File: src/common/awp_op_pkg.sv
`default_nettype none

////////////////////////////////////////////////////////////////////////////
// Transaction opcodes and ingress word layout
////////////////////////////////////////////////////////////////////////////
package awp_op_pkg;

    // Opcode carried with every item down the chain
    typedef enum logic [1:0] {
        OP_LOAD_WEIGHT = 2'd0,  // Weight for the tagged quad
        OP_PIXEL       = 2'd1,  // Pixel through all quads
        OP_FLUSH       = 2'd2,  // Push out a partial egress word
        OP_RESERVED    = 2'd3   // Forwarded, no effect
    } awp_op_t;

    // Ingress word fields, bits 11..8 unused
    localparam int OP_MSB   = 15;
    localparam int OP_LSB   = 14;
    localparam int TAG_MSB  = 13;
    localparam int TAG_LSB  = 12;
    localparam int DATA_MSB = 7;
    localparam int DATA_LSB = 0;

endpackage : awp_op_pkg

`default_nettype wire

File: src/common/awp_cfg_pkg.sv
`default_nettype none

////////////////////////////////////////////////////////////////////////////
// Accelerator sizing
////////////////////////////////////////////////////////////////////////////
package awp_cfg_pkg;

    // Quad chain length and tag width
    localparam int NUM_QUADS        = 4;
    localparam int QUAD_ID_WIDTH    = 2;

    // Pixel and weight share one width, unsigned
    localparam int PIXEL_WIDTH      = 8;

    // Partial sum wraps modulo 2^PSUM_WIDTH
    localparam int PSUM_WIDTH       = 16;

    // Ingress and egress word widths
    localparam int IN_WIDTH         = 16;
    localparam int EG_WIDTH         = 64;

    // Result slots per egress word
    localparam int RESULTS_PER_WORD = EG_WIDTH / PSUM_WIDTH;
    // Slot index inside the packer
    localparam int SLOT_IDX_WIDTH   = $clog2(RESULTS_PER_WORD);

    // Ingress and egress FIFO depth
    localparam int FIFO_DEPTH       = 8;

endpackage : awp_cfg_pkg

`default_nettype wire
File: src/common/cascade_if.sv
`timescale 1ns/100ps
`default_nettype none

////////////////////////////////////////////////////////////////////////////
// One item between chain stages, valid/ready handshake
////////////////////////////////////////////////////////////////////////////
interface cascade_if import awp_cfg_pkg::*, awp_op_pkg::*; ();

    logic                      valid;
    logic                      ready;
    awp_op_t                   op;
    logic [QUAD_ID_WIDTH-1:0]  tag;
    // Pixel or weight value
    logic [PIXEL_WIDTH-1:0]    pix;
    // Running sum, grows at each quad
    logic [PSUM_WIDTH-1:0]     psum;

    // Upstream side of a link
    modport producer (output valid, output op, output tag, output pix, output psum,
                      input ready);

    // Downstream side of a link
    modport consumer (input valid, input op, input tag, input pix, input psum,
                      output ready);

endinterface : cascade_if

`default_nettype wire

File: src/hdl/cnn_layer_accel_awp.sv
`timescale 1ns/100ps
`default_nettype none

////////////////////////////////////////////////////////////////////////////
// Accelerator wrapper, FIFOs around a quad chain
////////////////////////////////////////////////////////////////////////////
module cnn_layer_accel_awp import awp_cfg_pkg::*, awp_op_pkg::*; (
    input  wire logic                clk_intf,
    input  wire logic                rst,
    // Ingress
    input  wire logic                in_vld,
    output logic                     in_rdy,
    input  wire logic [IN_WIDTH-1:0] in_data,
    // Egress
    output logic                     out_vld,
    input  wire logic                out_rdy,
    output logic [EG_WIDTH-1:0]      out_data
);

    logic                in_wren;
    logic                in_rden;
    logic [IN_WIDTH-1:0] in_dout;
    logic                in_empty;
    logic                in_full;

    logic                eg_wren;
    logic                eg_rden;
    logic [EG_WIDTH-1:0] eg_din;
    logic                eg_empty;
    logic                eg_full;

    // Chain links, stage 0 is the ingress FIFO head
    cascade_if casc [NUM_QUADS+1] ();

    // Outside handshakes
    assign in_rdy  = !in_full;
    assign in_wren = in_vld && in_rdy;
    assign out_vld = !eg_empty;
    assign eg_rden = out_vld && out_rdy;

    fifo_fwft #(
        .DATA_WIDTH ( IN_WIDTH   ),
        .DEPTH      ( FIFO_DEPTH )
    ) in_fifo_inst (
        .clk_intf ( clk_intf ),
        .rst      ( rst      ),
        .wren     ( in_wren  ),
        .rden     ( in_rden  ),
        .datain   ( in_data  ),
        .dataout  ( in_dout  ),
        .empty    ( in_empty ),
        .full     ( in_full  )
    );

    ////////////////////////////////////////////////////////////////////////////
    // Stage 0 decode of the ingress word
    ////////////////////////////////////////////////////////////////////////////
    assign casc[0].valid = !in_empty;
    assign casc[0].op    = awp_op_t'(in_dout[OP_MSB:OP_LSB]);
    assign casc[0].tag   = in_dout[TAG_MSB:TAG_LSB];
    assign casc[0].pix   = in_dout[DATA_MSB:DATA_LSB];
    // Chain starts from a zero sum
    assign casc[0].psum  = '0;
    assign in_rden       = casc[0].ready;

    // Quad k reads link k, drives link k+1
    for (genvar gi = 0; gi < NUM_QUADS; gi++) begin : g_quad
        awp_quad #(
            .QUAD_INDEX ( gi )
        ) quad_inst (
            .clk_intf ( clk_intf     ),
            .rst      ( rst          ),
            .up       ( casc[gi]     ),
            .down     ( casc[gi + 1] )
        );
    end

    convmap_packer packer_inst (
        .clk_intf ( clk_intf        ),
        .rst      ( rst             ),
        .res      ( casc[NUM_QUADS] ),
        .eg_wren  ( eg_wren         ),
        .eg_data  ( eg_din          ),
        .eg_full  ( eg_full         )
    );

    fifo_fwft #(
        .DATA_WIDTH ( EG_WIDTH   ),
        .DEPTH      ( FIFO_DEPTH )
    ) eg_fifo_inst (
        .clk_intf ( clk_intf ),
        .rst      ( rst      ),
        .wren     ( eg_wren  ),
        .rden     ( eg_rden  ),
        .datain   ( eg_din   ),
        .dataout  ( out_data ),
        .empty    ( eg_empty ),
        .full     ( eg_full  )
    );

endmodule : cnn_layer_accel_awp

`default_nettype wire

File: src/hdl/convmap_packer.sv
`timescale 1ns/100ps
`default_nettype none

////////////////////////////////////////////////////////////////////////////
// Packs last-quad results into egress words
////////////////////////////////////////////////////////////////////////////
module convmap_packer import awp_cfg_pkg::*, awp_op_pkg::*; (
    input  wire logic                clk_intf,
    input  wire logic                rst,
    cascade_if.consumer              res,
    output logic                     eg_wren,
    output logic [EG_WIDTH-1:0]      eg_data,
    input  wire logic                eg_full
);

    // Filled slots, lowest slot first
    logic [PSUM_WIDTH-1:0]     slot_q [RESULTS_PER_WORD];
    logic [SLOT_IDX_WIDTH-1:0] slot_cnt;
    logic                      take;
    logic                      take_pix;
    logic                      take_flush;
    logic                      word_done;

    // Stall the chain while egress is full
    assign res.ready = !eg_full;
    assign take      = res.valid && res.ready;

    assign take_pix   = take && (res.op == OP_PIXEL);
    assign take_flush = take && (res.op == OP_FLUSH);

    // Pixel landing in the top slot
    assign word_done = take_pix && (slot_cnt == SLOT_IDX_WIDTH'(RESULTS_PER_WORD - 1));

    // Empty flush writes nothing
    assign eg_wren = word_done || (take_flush && (slot_cnt != '0));

    ////////////////////////////////////////////////////////////////////////////
    // Egress word assembly
    ////////////////////////////////////////////////////////////////////////////
    always_comb begin
        eg_data = '0;
        for (int i = 0; i < RESULTS_PER_WORD; i++) begin
            if (SLOT_IDX_WIDTH'(i) < slot_cnt) begin
                eg_data[i*PSUM_WIDTH +: PSUM_WIDTH] = slot_q[i];
            end else if (take_pix && (SLOT_IDX_WIDTH'(i) == slot_cnt)) begin
                // Result arriving this edge
                eg_data[i*PSUM_WIDTH +: PSUM_WIDTH] = res.psum;
            end
        end
    end

    // Slot storage
    always_ff @(posedge clk_intf) begin
        if (take_pix) begin
            slot_q[slot_cnt] <= res.psum;
        end
    end

    // Slot count, back to zero on word or flush
    always_ff @(posedge clk_intf) begin
        if (rst) begin
            slot_cnt <= '0;
        end else if (word_done || take_flush) begin
            slot_cnt <= '0;
        end else if (take_pix) begin
            slot_cnt <= slot_cnt + 1'b1;
        end
    end

endmodule : convmap_packer

`default_nettype wire

File: src/quad/awp_quad.sv
`timescale 1ns/100ps
`default_nettype none

////////////////////////////////////////////////////////////////////////////
// Processing quad with one weight and a one-entry output register
////////////////////////////////////////////////////////////////////////////
module awp_quad import awp_cfg_pkg::*, awp_op_pkg::*; #(
    parameter int QUAD_INDEX = 0
) (
    input  wire logic  clk_intf,
    input  wire logic  rst,
    cascade_if.consumer up,
    cascade_if.producer down
);

    logic [PIXEL_WIDTH-1:0] weight;
    logic [PSUM_WIDTH-1:0]  product;
    logic                   accept;
    logic                   my_load;

    // Take a new item when the output slot frees up this edge
    assign up.ready = !down.valid || down.ready;
    assign accept   = up.valid && up.ready;

    // Weight load addressed to this quad
    assign my_load = accept && (up.op == OP_LOAD_WEIGHT)
                     && (up.tag == QUAD_ID_WIDTH'(QUAD_INDEX));

    // Full-width product, wraps with the sum
    assign product = PSUM_WIDTH'(weight) * PSUM_WIDTH'(up.pix);

    always_ff @(posedge clk_intf) begin
        if (rst) begin
            weight <= '0;
        end else if (my_load) begin
            weight <= up.pix;
        end
    end

    // Output valid
    always_ff @(posedge clk_intf) begin
        if (rst) begin
            down.valid <= 1'b0;
        end else if (accept) begin
            down.valid <= 1'b1;
        end else if (down.ready) begin
            down.valid <= 1'b0;
        end
    end

    ////////////////////////////////////////////////////////////////////////////
    // Output payload, every item forwarded
    ////////////////////////////////////////////////////////////////////////////
    always_ff @(posedge clk_intf) begin
        if (accept) begin
            down.op  <= up.op;
            down.tag <= up.tag;
            down.pix <= up.pix;
            // Only pixels accumulate
            down.psum <= (up.op == OP_PIXEL) ? up.psum + product : up.psum;
        end
    end

endmodule : awp_quad

`default_nettype wire

File: src/hdl/fifo_fwft.sv
`timescale 1ns/100ps
`default_nettype none

////////////////////////////////////////////////////////////////////////////
// First-word-fall-through FIFO
////////////////////////////////////////////////////////////////////////////
module fifo_fwft #(
    parameter int DATA_WIDTH = 16,
    parameter int DEPTH      = 8
) (
    input  wire logic                  clk_intf,
    input  wire logic                  rst,
    input  wire logic                  wren,
    input  wire logic                  rden,
    input  wire logic [DATA_WIDTH-1:0] datain,
    output logic      [DATA_WIDTH-1:0] dataout,
    output logic                       empty,
    output logic                       full
);

    // Word storage
    logic [DATA_WIDTH-1:0]        mem [DEPTH];

    logic [$clog2(DEPTH)-1:0]     wr_ptr;
    logic [$clog2(DEPTH)-1:0]     rd_ptr;
    logic [$clog2(DEPTH)-1:0]     last_idx;
    logic [$clog2(DEPTH+1)-1:0]   count;
    logic                         do_wr;
    logic                         do_rd;

    // Pointer wrap point
    assign last_idx = DEPTH[$clog2(DEPTH)-1:0] - 1'b1;

    assign empty = (count == '0);
    assign full  = (count == DEPTH[$clog2(DEPTH+1)-1:0]);

    // Drop writes when full, reads when empty
    assign do_wr = wren && !full;
    assign do_rd = rden && !empty;

    // Head word always visible
    assign dataout = mem[rd_ptr];

    always_ff @(posedge clk_intf) begin
        if (do_wr) begin
            mem[wr_ptr] <= datain;
        end
    end

    // Pointers and occupancy
    always_ff @(posedge clk_intf) begin
        if (rst) begin
            wr_ptr <= '0;
            rd_ptr <= '0;
            count  <= '0;
        end else begin
            if (do_wr) begin
                wr_ptr <= (wr_ptr == last_idx) ? '0 : wr_ptr + 1'b1;
            end
            if (do_rd) begin
                rd_ptr <= (rd_ptr == last_idx) ? '0 : rd_ptr + 1'b1;
            end
            // Simultaneous read and write leave count as is
            if (do_wr && !do_rd) begin
                count <= count + 1'b1;
            end else if (do_rd && !do_wr) begin
                count <= count - 1'b1;
            end
        end
    end

endmodule : fifo_fwft

`default_nettype wire

File: config.mk
export PLATFORM = sky130hd
export DESIGN_NAME = cnn_layer_accel_awp
export DESIGN_NICKNAME = d
export VERILOG_FILES = /design/src/common/awp_op_pkg.sv /design/src/common/awp_cfg_pkg.sv /design/src/common/cascade_if.sv /design/src/hdl/cnn_layer_accel_awp.sv /design/src/hdl/convmap_packer.sv /design/src/quad/awp_quad.sv /design/src/hdl/fifo_fwft.sv
export SDC_FILE = /design/constraint.sdc
export NUM_CORES = 1
export LEC_CHECK = 0
export BUFFER_PORTS_ARGS = -buffer_cell sky130_fd_sc_hd__buf_2
export CAP_MARGIN = 30
export CELL_PAD_IN_SITES_DETAIL_PLACEMENT = 1
export CELL_PAD_IN_SITES_GLOBAL_PLACEMENT = 2
export CORE_MARGIN = 2
export CORE_UTILIZATION = 50
export DETAILED_ROUTE_END_ITERATION = 8
export PLACE_DENSITY_LB_ADDON = 0.1
export SLEW_MARGIN = 20
export SYNTH_ARGS = -nofsm -noshare
export SYNTH_HDL_FRONTEND = slang
export SYNTH_SLANG_ARGS = --single-unit
export TNS_END_PERCENT = 5
File: constraint.sdc
create_clock -name clk_intf -period 18.09 [get_ports clk_intf]
set_clock_uncertainty 0.15 [all_clocks]
set_input_delay 3.618 -clock clk_intf [delete_from_list [all_inputs] [get_ports clk_intf]]
set_output_delay 3.618 -clock clk_intf [all_outputs]
set_load 0.005 [all_outputs]
==> flow_metrics.env, run 1 <==
export IMPL_crit_type="flip-flop to primary output"
export IMPL_drtPass1Iterations=5
export IMPL_groute_usage_overall_pct=22.8
export IMPL_rows=105
export IMPL_p_per_area_nw_per_um2=118
export IMPL_fmax_mhz=142
export IMPL_cp_start_kind="flip-flop"
export IMPL_ios=86
export IMPL_slew_viol_final=0
export IMPL_postCtsResizedCells=0
export IMPL_async_flop_share_pct=0
export IMPL_path_clk_slew_ps=60
export IMPL_die_height_um=291
export IMPL_max_stage_delay_ps=700
export IMPL_dp_hpwl_um=61200
export IMPL_cts_buffers_inserted=86
export IMPL_setup_violations=0
export IMPL_overflow=0
export IMPL_wl_met3_um=3740
export IMPL_hold_viol=0
export IMPL_crit_end="out_data[5]"
export IMPL_layout_drive_gt1_share_pct=17.7
export IMPL_worst_path_buf_inv=3
export IMPL_synth_cell_type_count=62
export IMPL_cts_tree="built"
export IMPL_fin_crit_ps=7060
export IMPL_synth_ff_type="edfxtp_1"
export IMPL_final_util_pct=56.2
export IMPL_r2r_slack_ps=11980
export IMPL_path_cells="buf_4 > buf_12 > mux4_2 > mux2_2 > buf_2"
export IMPL_placed_cells=3900
export IMPL_hold_path_class="flip-flop to flip-flop"
export IMPL_floorplan_initialDensity_pct=50.3
export IMPL_port_buffers=81
export IMPL_first_global_vias=25127
export IMPL_synthToLayoutAreaGrowth_pct=11.7
export IMPL_via_count=22520
export IMPL_clock_sinks=822
export IMPL_fin_setup_tns_ps=0
export IMPL_peakVddDrop_mv=0.0746
export IMPL_highest_layer="met4"
export IMPL_htreeDepth=3
export IMPL_routabilityCongestion=0.771
export IMPL_cp_arrival_ps=3290
export IMPL_num_nets_final=3299
export IMPL_die_area_um2=84600
export IMPL_drc=0
export IMPL_ys_warn_count=0
export IMPL_synth_seq_cells=822
export IMPL_syn_instance_count=2790
export IMPL_clockRootBuffer="clkbuf_16"
export IMPL_wl_met2_um=48900
export IMPL_r2r_end="g_quad[0].quad_inst.down.psum[15]$_SDFFCE_PP0P_"
export IMPL_drt_iter0_drc=1317
export IMPL_path_max_fanout=28
export IMPL_ant_nets=0
export IMPL_syn_area_um2=41200
export IMPL_synth_edf_count=758
export IMPL_cp_slowest_cell="dfxtp_4"
export IMPL_cap_violations=0
export IMPL_worst_slew_pin_slew_ps=1010
export IMPL_slew_limit_headroom_pct=33.0
export IMPL_rsz0062_at_grt="no"
export IMPL_required_ps=14320
export IMPL_via_per_inst=5.53
export IMPL_antenna_found_initial=2
export IMPL_grt_max_degree=68
export IMPL_cp_depth=5
export IMPL_synth_net_count=3158
export IMPL_post_cts_setup_buffer_count=0
export IMPL_avgSynthCellArea_um2=14.8
export IMPL_finalCritPeriodShare_pct=39.0
export IMPL_final_fill_count=7773
export IMPL_cts_buffer_depth=3
export IMPL_cts_hold_fix_buffers=0
export IMPL_die_width_um=291
export IMPL_crit_path_end_kind="primary output"
export IMPL_drt_wl_total_um=93000
export IMPL_p_leak_nw=17.5
export IMPL_finalPower_w=0.00545
export IMPL_cp_top_family="buffers and inverters"
export IMPL_clk_latency_ps=660
export IMPL_ys_seq_area_share_pct=58.4
export IMPL_grt_pass1_wl_um=147000
export IMPL_routedWlPerCell_um=22.8
export IMPL_core_um2=81800
export IMPL_fin_cells=4074
export IMPL_drt_met1_wl_um=37700
export IMPL_status="finished, final reports clean"
export IMPL_reg2regPathDepth=18
==> through the flow <==
step / worst slack [ps] / hold WS, ps / cell area (um^2)
2_1_floorplan: 11180 / 268 / 41200
3_5_place_dp: 11320 / 298 / 43100
4_1_cts: 10630 / 312 / 45900
3_3_place_gp: 11370 / 298 / 42900
6_report: 11030 / 308 / 46000
5_1_grt: 10790 / 322 / 46000
==> power breakdown <==
part           switching, W  internal (W)  total (W)
Sequential         0.000172       0.00222    0.00239
Combinational      0.000712      0.000647    0.00136
Clock              0.000751      0.000952    0.00170
==> worst min-delay path by stage <==
stage | cells after the start | end | start | slack [ps]
final | 0 | g_quad[1].quad_inst.down.tag[0]$_DFFE_PP_ | g_quad[0].quad_inst.down.tag[0]$_DFFE_PP_ | 310
after global routing | 0 | g_quad[1].quad_inst.down.tag[0]$_DFFE_PP_ | g_quad[0].quad_inst.down.tag[0]$_DFFE_PP_ | 320
after CTS | 0 | g_quad[1].quad_inst.down.tag[0]$_DFFE_PP_ | g_quad[0].quad_inst.down.tag[0]$_DFFE_PP_ | 310
after detailed placement | 0 | g_quad[1].quad_inst.down.tag[0]$_DFFE_PP_ | g_quad[0].quad_inst.down.tag[0]$_DFFE_PP_ | 300
after global placement | 0 | g_quad[2].quad_inst.down.op[1]$_DFFE_PP_ | g_quad[1].quad_inst.down.op[1]$_DFFE_PP_ | 300
after floorplan | 0 | g_quad[1].quad_inst.down.tag[0]$_DFFE_PP_ | g_quad[0].quad_inst.down.tag[0]$_DFFE_PP_ | 270
==> metal layers <==
layer	vias up	track usage, %
met3	140	3.01
li1	10182	-
met5	-	0
met4	0	7.32
met1	11763	28.5
met2	435	41.1
==> placed cells by master (no fill, tap or decap), types with 25 or more instances in the layout <==
cell / Yosys / layout
nand2_1: 205 / 205
mux2_2: 85 / 85
edfxtp_1: 758 / 758
buf_4: 0 / 40
inv_1: 390 / 390
nor2b_1: 45 / 44
fa_1: 188 / 188
dfxtp_1: 64 / 61
buf_2: 6 / 89
xor2_1: 27 / 27
clkbuf_16: 0 / 87
nor2_1: 85 / 79
ha_1: 160 / 160
a21oi_1: 50 / 50
o21ai_0: 101 / 101
xnor2_1: 25 / 25
and2_1: 141 / 141
mux4_2: 150 / 150
mux2i_1: 36 / 36
==> cell usage after synthesis, types with 6 or more instances <==
library cell	instances	area [um^2]
nor3b_1	8	60.1
a31oi_1	7	43.8
xnor2_1	25	219
or3_1	7	43.8
and3_1	18	113
clkbuf_1	67	251
nor2_1	85	319
buf_2	6	30.0
mux4_2	150	3380
xor2_1	27	236
nor3_1	22	110
nor2b_1	45	282
nand2_1	205	769
a21o_1	16	120
and2_1	141	882
o21ai_0	101	505
a211oi_1	9	67.6
nand2b_1	14	87.6
nand3_1	21	105
dfxtp_1	64	1280
ha_1	160	2000
mux2i_1	36	360
nor2_2	6	37.5
mux2_2	85	957
buf_1	15	56.3
inv_1	390	1460
fa_1	188	3760
a21oi_1	50	250
edfxtp_1	758	22800
o21a_1	14	105
==> worst register-to-register path, cell delays in order (launching register included) <==
cell and delay, ps:
dfxtp_1 310, buf_4 420, mux4_2 580, mux2i_1 430, buf_4 260, nor2b_1 70
fa_1 460, fa_1 500, fa_1 490, inv_1 50, fa_1 470, inv_1 40
ha_1 330, or2_2 310, a211oi_1 290, a21oi_1 120, a221oi_1 330, xnor2_1 170
nor2_1 70
==> logic make-up (layout without fill, tap and decap cells) <==
group / after synthesis / count (layout) / synth area share [%]
multiplexers: 273 / 273 / 11.5
other: 0 / 2 / 0
buffers and inverters: 480 / 692 / 4.45
adder cells (fa/ha/maj): 348 / 348 / 14.0
XOR/XNOR: 52 / 52 / 1.11
AND/OR/NAND/NOR: 590 / 590 / 7.21
AO/OA/AOI/OAI: 225 / 225 / 3.29
flip-flops: 822 / 822 / 58.4
==> flip-flops by register name, indices dropped and copies added (netlist names), 4 cells and up, named ones only <==
signal / count
g_quad.quad_inst.weight: 32
g_quad.quad_inst.down.op: 8
eg_fifo_inst.mem: 512
g_quad.quad_inst.down.pix: 24
eg_fifo_inst.count: 4
g_quad.quad_inst.down.psum: 64
g_quad.quad_inst.down.tag: 6
packer_inst.slot_q: 48
in_fifo_inst.count: 4
in_fifo_inst.mem: 96
g_quad.quad_inst.down.valid: 4
==> cell type report <==
| class | count | area, um^2 | area share (%) |
|---|---|---|---|
| Antenna cell | 2 | 5.00 | 0.0109 |
| Clock buffer | 104 | 2250 | 4.89 |
| Sequential cell | 822 | 24100 | 52.3 |
| Clock inverter | 55 | 473 | 1.03 |
| Inverter | 390 | 1460 | 3.18 |
| Multi-Input combinational cell | 1488 | 15400 | 33.5 |
| Tap cell | 1070 | 1340 | 2.91 |
| Timing Repair Buffer | 143 | 1020 | 2.22 |
Power figures use the tool's default switching activity.
==> run 2, diff against run 1 <==
Settings changed: ABC_AREA from default to 1, CORE_UTILIZATION 50 to 43.
Clock period 18.09 ns to 7.01 ns, I/O delays scaled along.
==> run 2 against run 1 <==
Design area increased by 2.8%. Clock power increased to 2.7 times the previous value. Critical path depth increased by 14. Clock-buffer cell count increased by 11. First-iteration DRC count increased by 28%. Core utilization decreased by 8.1 points. Sequential share of layout area decreased by 1.4 points. Routed wire length increased by 17%. Highest routed layer unchanged.
==> flow_metrics.env, run 2 <==
export IMPL_status="finished, final reports clean"
export IMPL_finalCritPeriodShare_pct=78.4
export IMPL_grt_max_degree=119
export IMPL_crit_path_end_kind="flip-flop"
export IMPL_ys_warn_count=0
export IMPL_floorplan_initialDensity_pct=43.3
export IMPL_die_width_um=319
export IMPL_synthToLayoutAreaGrowth_pct=11.0
export IMPL_synth_cell_type_count=49
export IMPL_routabilityCongestion=0.786
export IMPL_cp_slowest_cell="dfxtp_1"
export IMPL_final_fill_count=10689
export IMPL_layout_commonest_cell="edfxtp_1"
export IMPL_cp_start_kind="flip-flop"
export IMPL_first_global_vias=30002
export IMPL_reg_largest_list="eg_fifo_inst.mem x512, in_fifo_inst.mem x96, g_quad.quad_inst.down.psum x64"
export IMPL_postLayoutCellArea_um2=47300
export IMPL_peakVddDrop_mv=0.220
export IMPL_antenna_found_initial=1
export IMPL_async_flop_share_pct=0
export IMPL_cap_violations=0
export IMPL_required_ps=7270
export IMPL_synthTopCellsByCount="758 x edfxtp_1, 659 x nor2_1, 634 x inv_1"
export IMPL_die_height_um=319
export IMPL_setup_violations=0
export IMPL_grt_pass1_wl_um=173000
export IMPL_rows=115
export IMPL_synth_edf_count=758
export IMPL_synth_ff_type="edfxtp_1"
export IMPL_clockRootBuffer="clkbuf_16"
export IMPL_p_leak_nw=19.1
export IMPL_port_buffers=81
export IMPL_num_nets_final=4472
export IMPL_dp_hpwl_um=70900
export IMPL_r2r_end="g_quad[0].quad_inst.down.psum[13]$_SDFFCE_PP0P_"
export IMPL_cts_tree="built"
export IMPL_ant_nets=0
export IMPL_p_per_area_nw_per_um2=320
export IMPL_hold_viol=0
export IMPL_avgSynthCellArea_um2=10.5
export IMPL_via_count=28334
export IMPL_reg2regPathDepth=19
export IMPL_largest_register_ffs=512
export IMPL_fin_crit_ps=5500
export IMPL_drt_iter0_drc=1689
export IMPL_overflow=0
export IMPL_worstHoldPathCells=0
export IMPL_postCtsResizedCells=0
export IMPL_htreeDepth=3
export IMPL_r2r_slack_ps=1510
export IMPL_die_area_um2=102000
export IMPL_cts_hold_fix_buffers=0
export IMPL_groute_usage_overall_pct=22.0
export IMPL_core_um2=98300
export IMPL_drt_wl_total_um=109000
export IMPL_min_to="g_quad[2].quad_inst.down.tag[1]$_DFFE_PP_"
export IMPL_rsz0062_at_grt="no"
export IMPL_hold_path_class="flip-flop to flip-flop"
export IMPL_regMostFlops="eg_fifo_inst.mem"
export IMPL_syn_instance_count=4049
export IMPL_slew_limit_headroom_pct=34.7
export IMPL_final_util_pct=48.1
export IMPL_clock_sinks=822
export IMPL_synth_top_cell_area_share_pct=53.4
export IMPL_cts_buffers_inserted=90
export IMPL_yosys_area_top_type="edfxtp_1"
export IMPL_max_stage_delay_ps=590
export IMPL_synth_seq_cells=822
export IMPL_drtPass1Iterations=5
export IMPL_synth_top_cells_by_area="edfxtp_1 53%, fa_1 8.8%, nor2_1 5.8%"
export IMPL_syn_area_um2=42600
export IMPL_crit_type="flip-flop to flip-flop"
export IMPL_worst_slew_pin_slew_ps=972
export IMPL_synth_net_count=4417
export IMPL_via_per_inst=5.18
export IMPL_fmax_mhz=182
export IMPL_cts_buffer_depth=3
export IMPL_hp_start="g_quad[1].quad_inst.down.tag[1]$_DFFE_PP_"
export IMPL_cp_arrival_ps=5760
export IMPL_routedWlPerCell_um=19.9
export IMPL_ios=86
export IMPL_place_area_um2=44300
export IMPL_path_clk_slew_ps=60
export IMPL_post_cts_setup_buffer_count=0
export IMPL_most_common_layout_cells="758 x edfxtp_1, 647 x nor2_1, 632 x inv_1"
export IMPL_ys_seq_area_share_pct=56.5
export IMPL_slew_viol_final=0
export IMPL_path_cells="buf_4 > o21ai_0 > o211ai_1 > nand2_2 > inv_1 > nand2_1 > fa_1 > inv_1 > fa_1 > fa_1 > inv_1 > fa_1 > inv_1 > ha_1 > a21oi_1 > a21boi_0 > o21ai_0 > nor2_1 > nor2_1"
export IMPL_layout_drive_gt1_share_pct=8.90
export IMPL_antenna_cells=0
export IMPL_path_max_fanout=28
export IMPL_fin_setup_tns_ps=0
export IMPL_drc=0
export IMPL_clk_latency_ps=680
export IMPL_synth_most_common_cell="edfxtp_1"
[run 2: worst max-delay path by stage]
stage | end | cells after the start | slack, ps | from
floorplan | eg_fifo_inst.mem[0][0]$_DFFE_PP_ | 10 | 1980 | packer_inst.slot_cnt[1]$_SDFFE_PP0P_
global placement | g_quad[0].quad_inst.down.psum[13]$_SDFFCE_PP0P_ | 19 | 1520 | flip-flop
detailed placement | g_quad[0].quad_inst.down.psum[13]$_SDFFCE_PP0P_ | 19 | 1560 | flip-flop
CTS | g_quad[0].quad_inst.down.psum[13]$_SDFFCE_PP0P_ | 19 | 1480 | flip-flop
global route | g_quad[0].quad_inst.down.psum[13]$_SDFFCE_PP0P_ | 19 | 1120 | flip-flop
finish | g_quad[0].quad_inst.down.psum[13]$_SDFFCE_PP0P_ | 19 | 1510 | flip-flop
[run 2: area by class of cell]
type | instances | area (um^2) | share of cell area (%)
well taps | 1287 | 1610 | 3.41
inverters | 648 | 2440 | 5.17
clock buffers | 115 | 2440 | 5.16
clock inverters | 54 | 447 | 0.945
flip-flops and latches | 822 | 24100 | 50.9
repair buffers | 154 | 995 | 2.10
multi-input cells | 2388 | 15300 | 32.3
[run 2: layer usage]
layer | vias to the layer above | track usage, % | wire, um
met2 | 378 | 39.8 | 56100
met5 | - | 0 | 0
met4 | 0 | 5.99 | 2540
li1 | 13517 | - | -
met1 | 14312 | 27.5 | 46800
met3 | 127 | 2.67 | 3470
[run 2: logic make-up after synthesis]
group,Yosys count,synth area share [%]
and+or+nand+nor,1339,12.8
buffers and inverters,839,7.86
DFF,822,56.5
AOI/OAI and AO/OA,685,8.99
adders and majority gates,348,13.5
xor gates and xnor gates,16,0.329
[run 2: where the power goes]
group          leakage [nW]  switching, W  internal, W
registers              7.19      0.000429      0.00575
logic                  10.5       0.00299      0.00134
clock network          1.41       0.00198      0.00262
[run 2: stage by stage]
step	hold WS, ps	total power [W]	worst slack [ps]	cells
CTS	311	0.0154	1480	5453
global placement	300	0.0106	1520	5274
detailed placement	295	0.0107	1560	5284
finish	307	0.0151	1510	5468
global route	322	0.0161	1120	5468
floorplan	274	0.00919	1980	4049
[run 2: worst max-delay path: cells and delay by family, from the launching register on]
kind	cells	cell delay, ps
adder cells (fa/ha/maj)	5	2120
AO/OA/AOI/OAI	5	1170
buffers and inverters	5	730
flip-flops	1	590
AND/OR/NAND/NOR	4	440
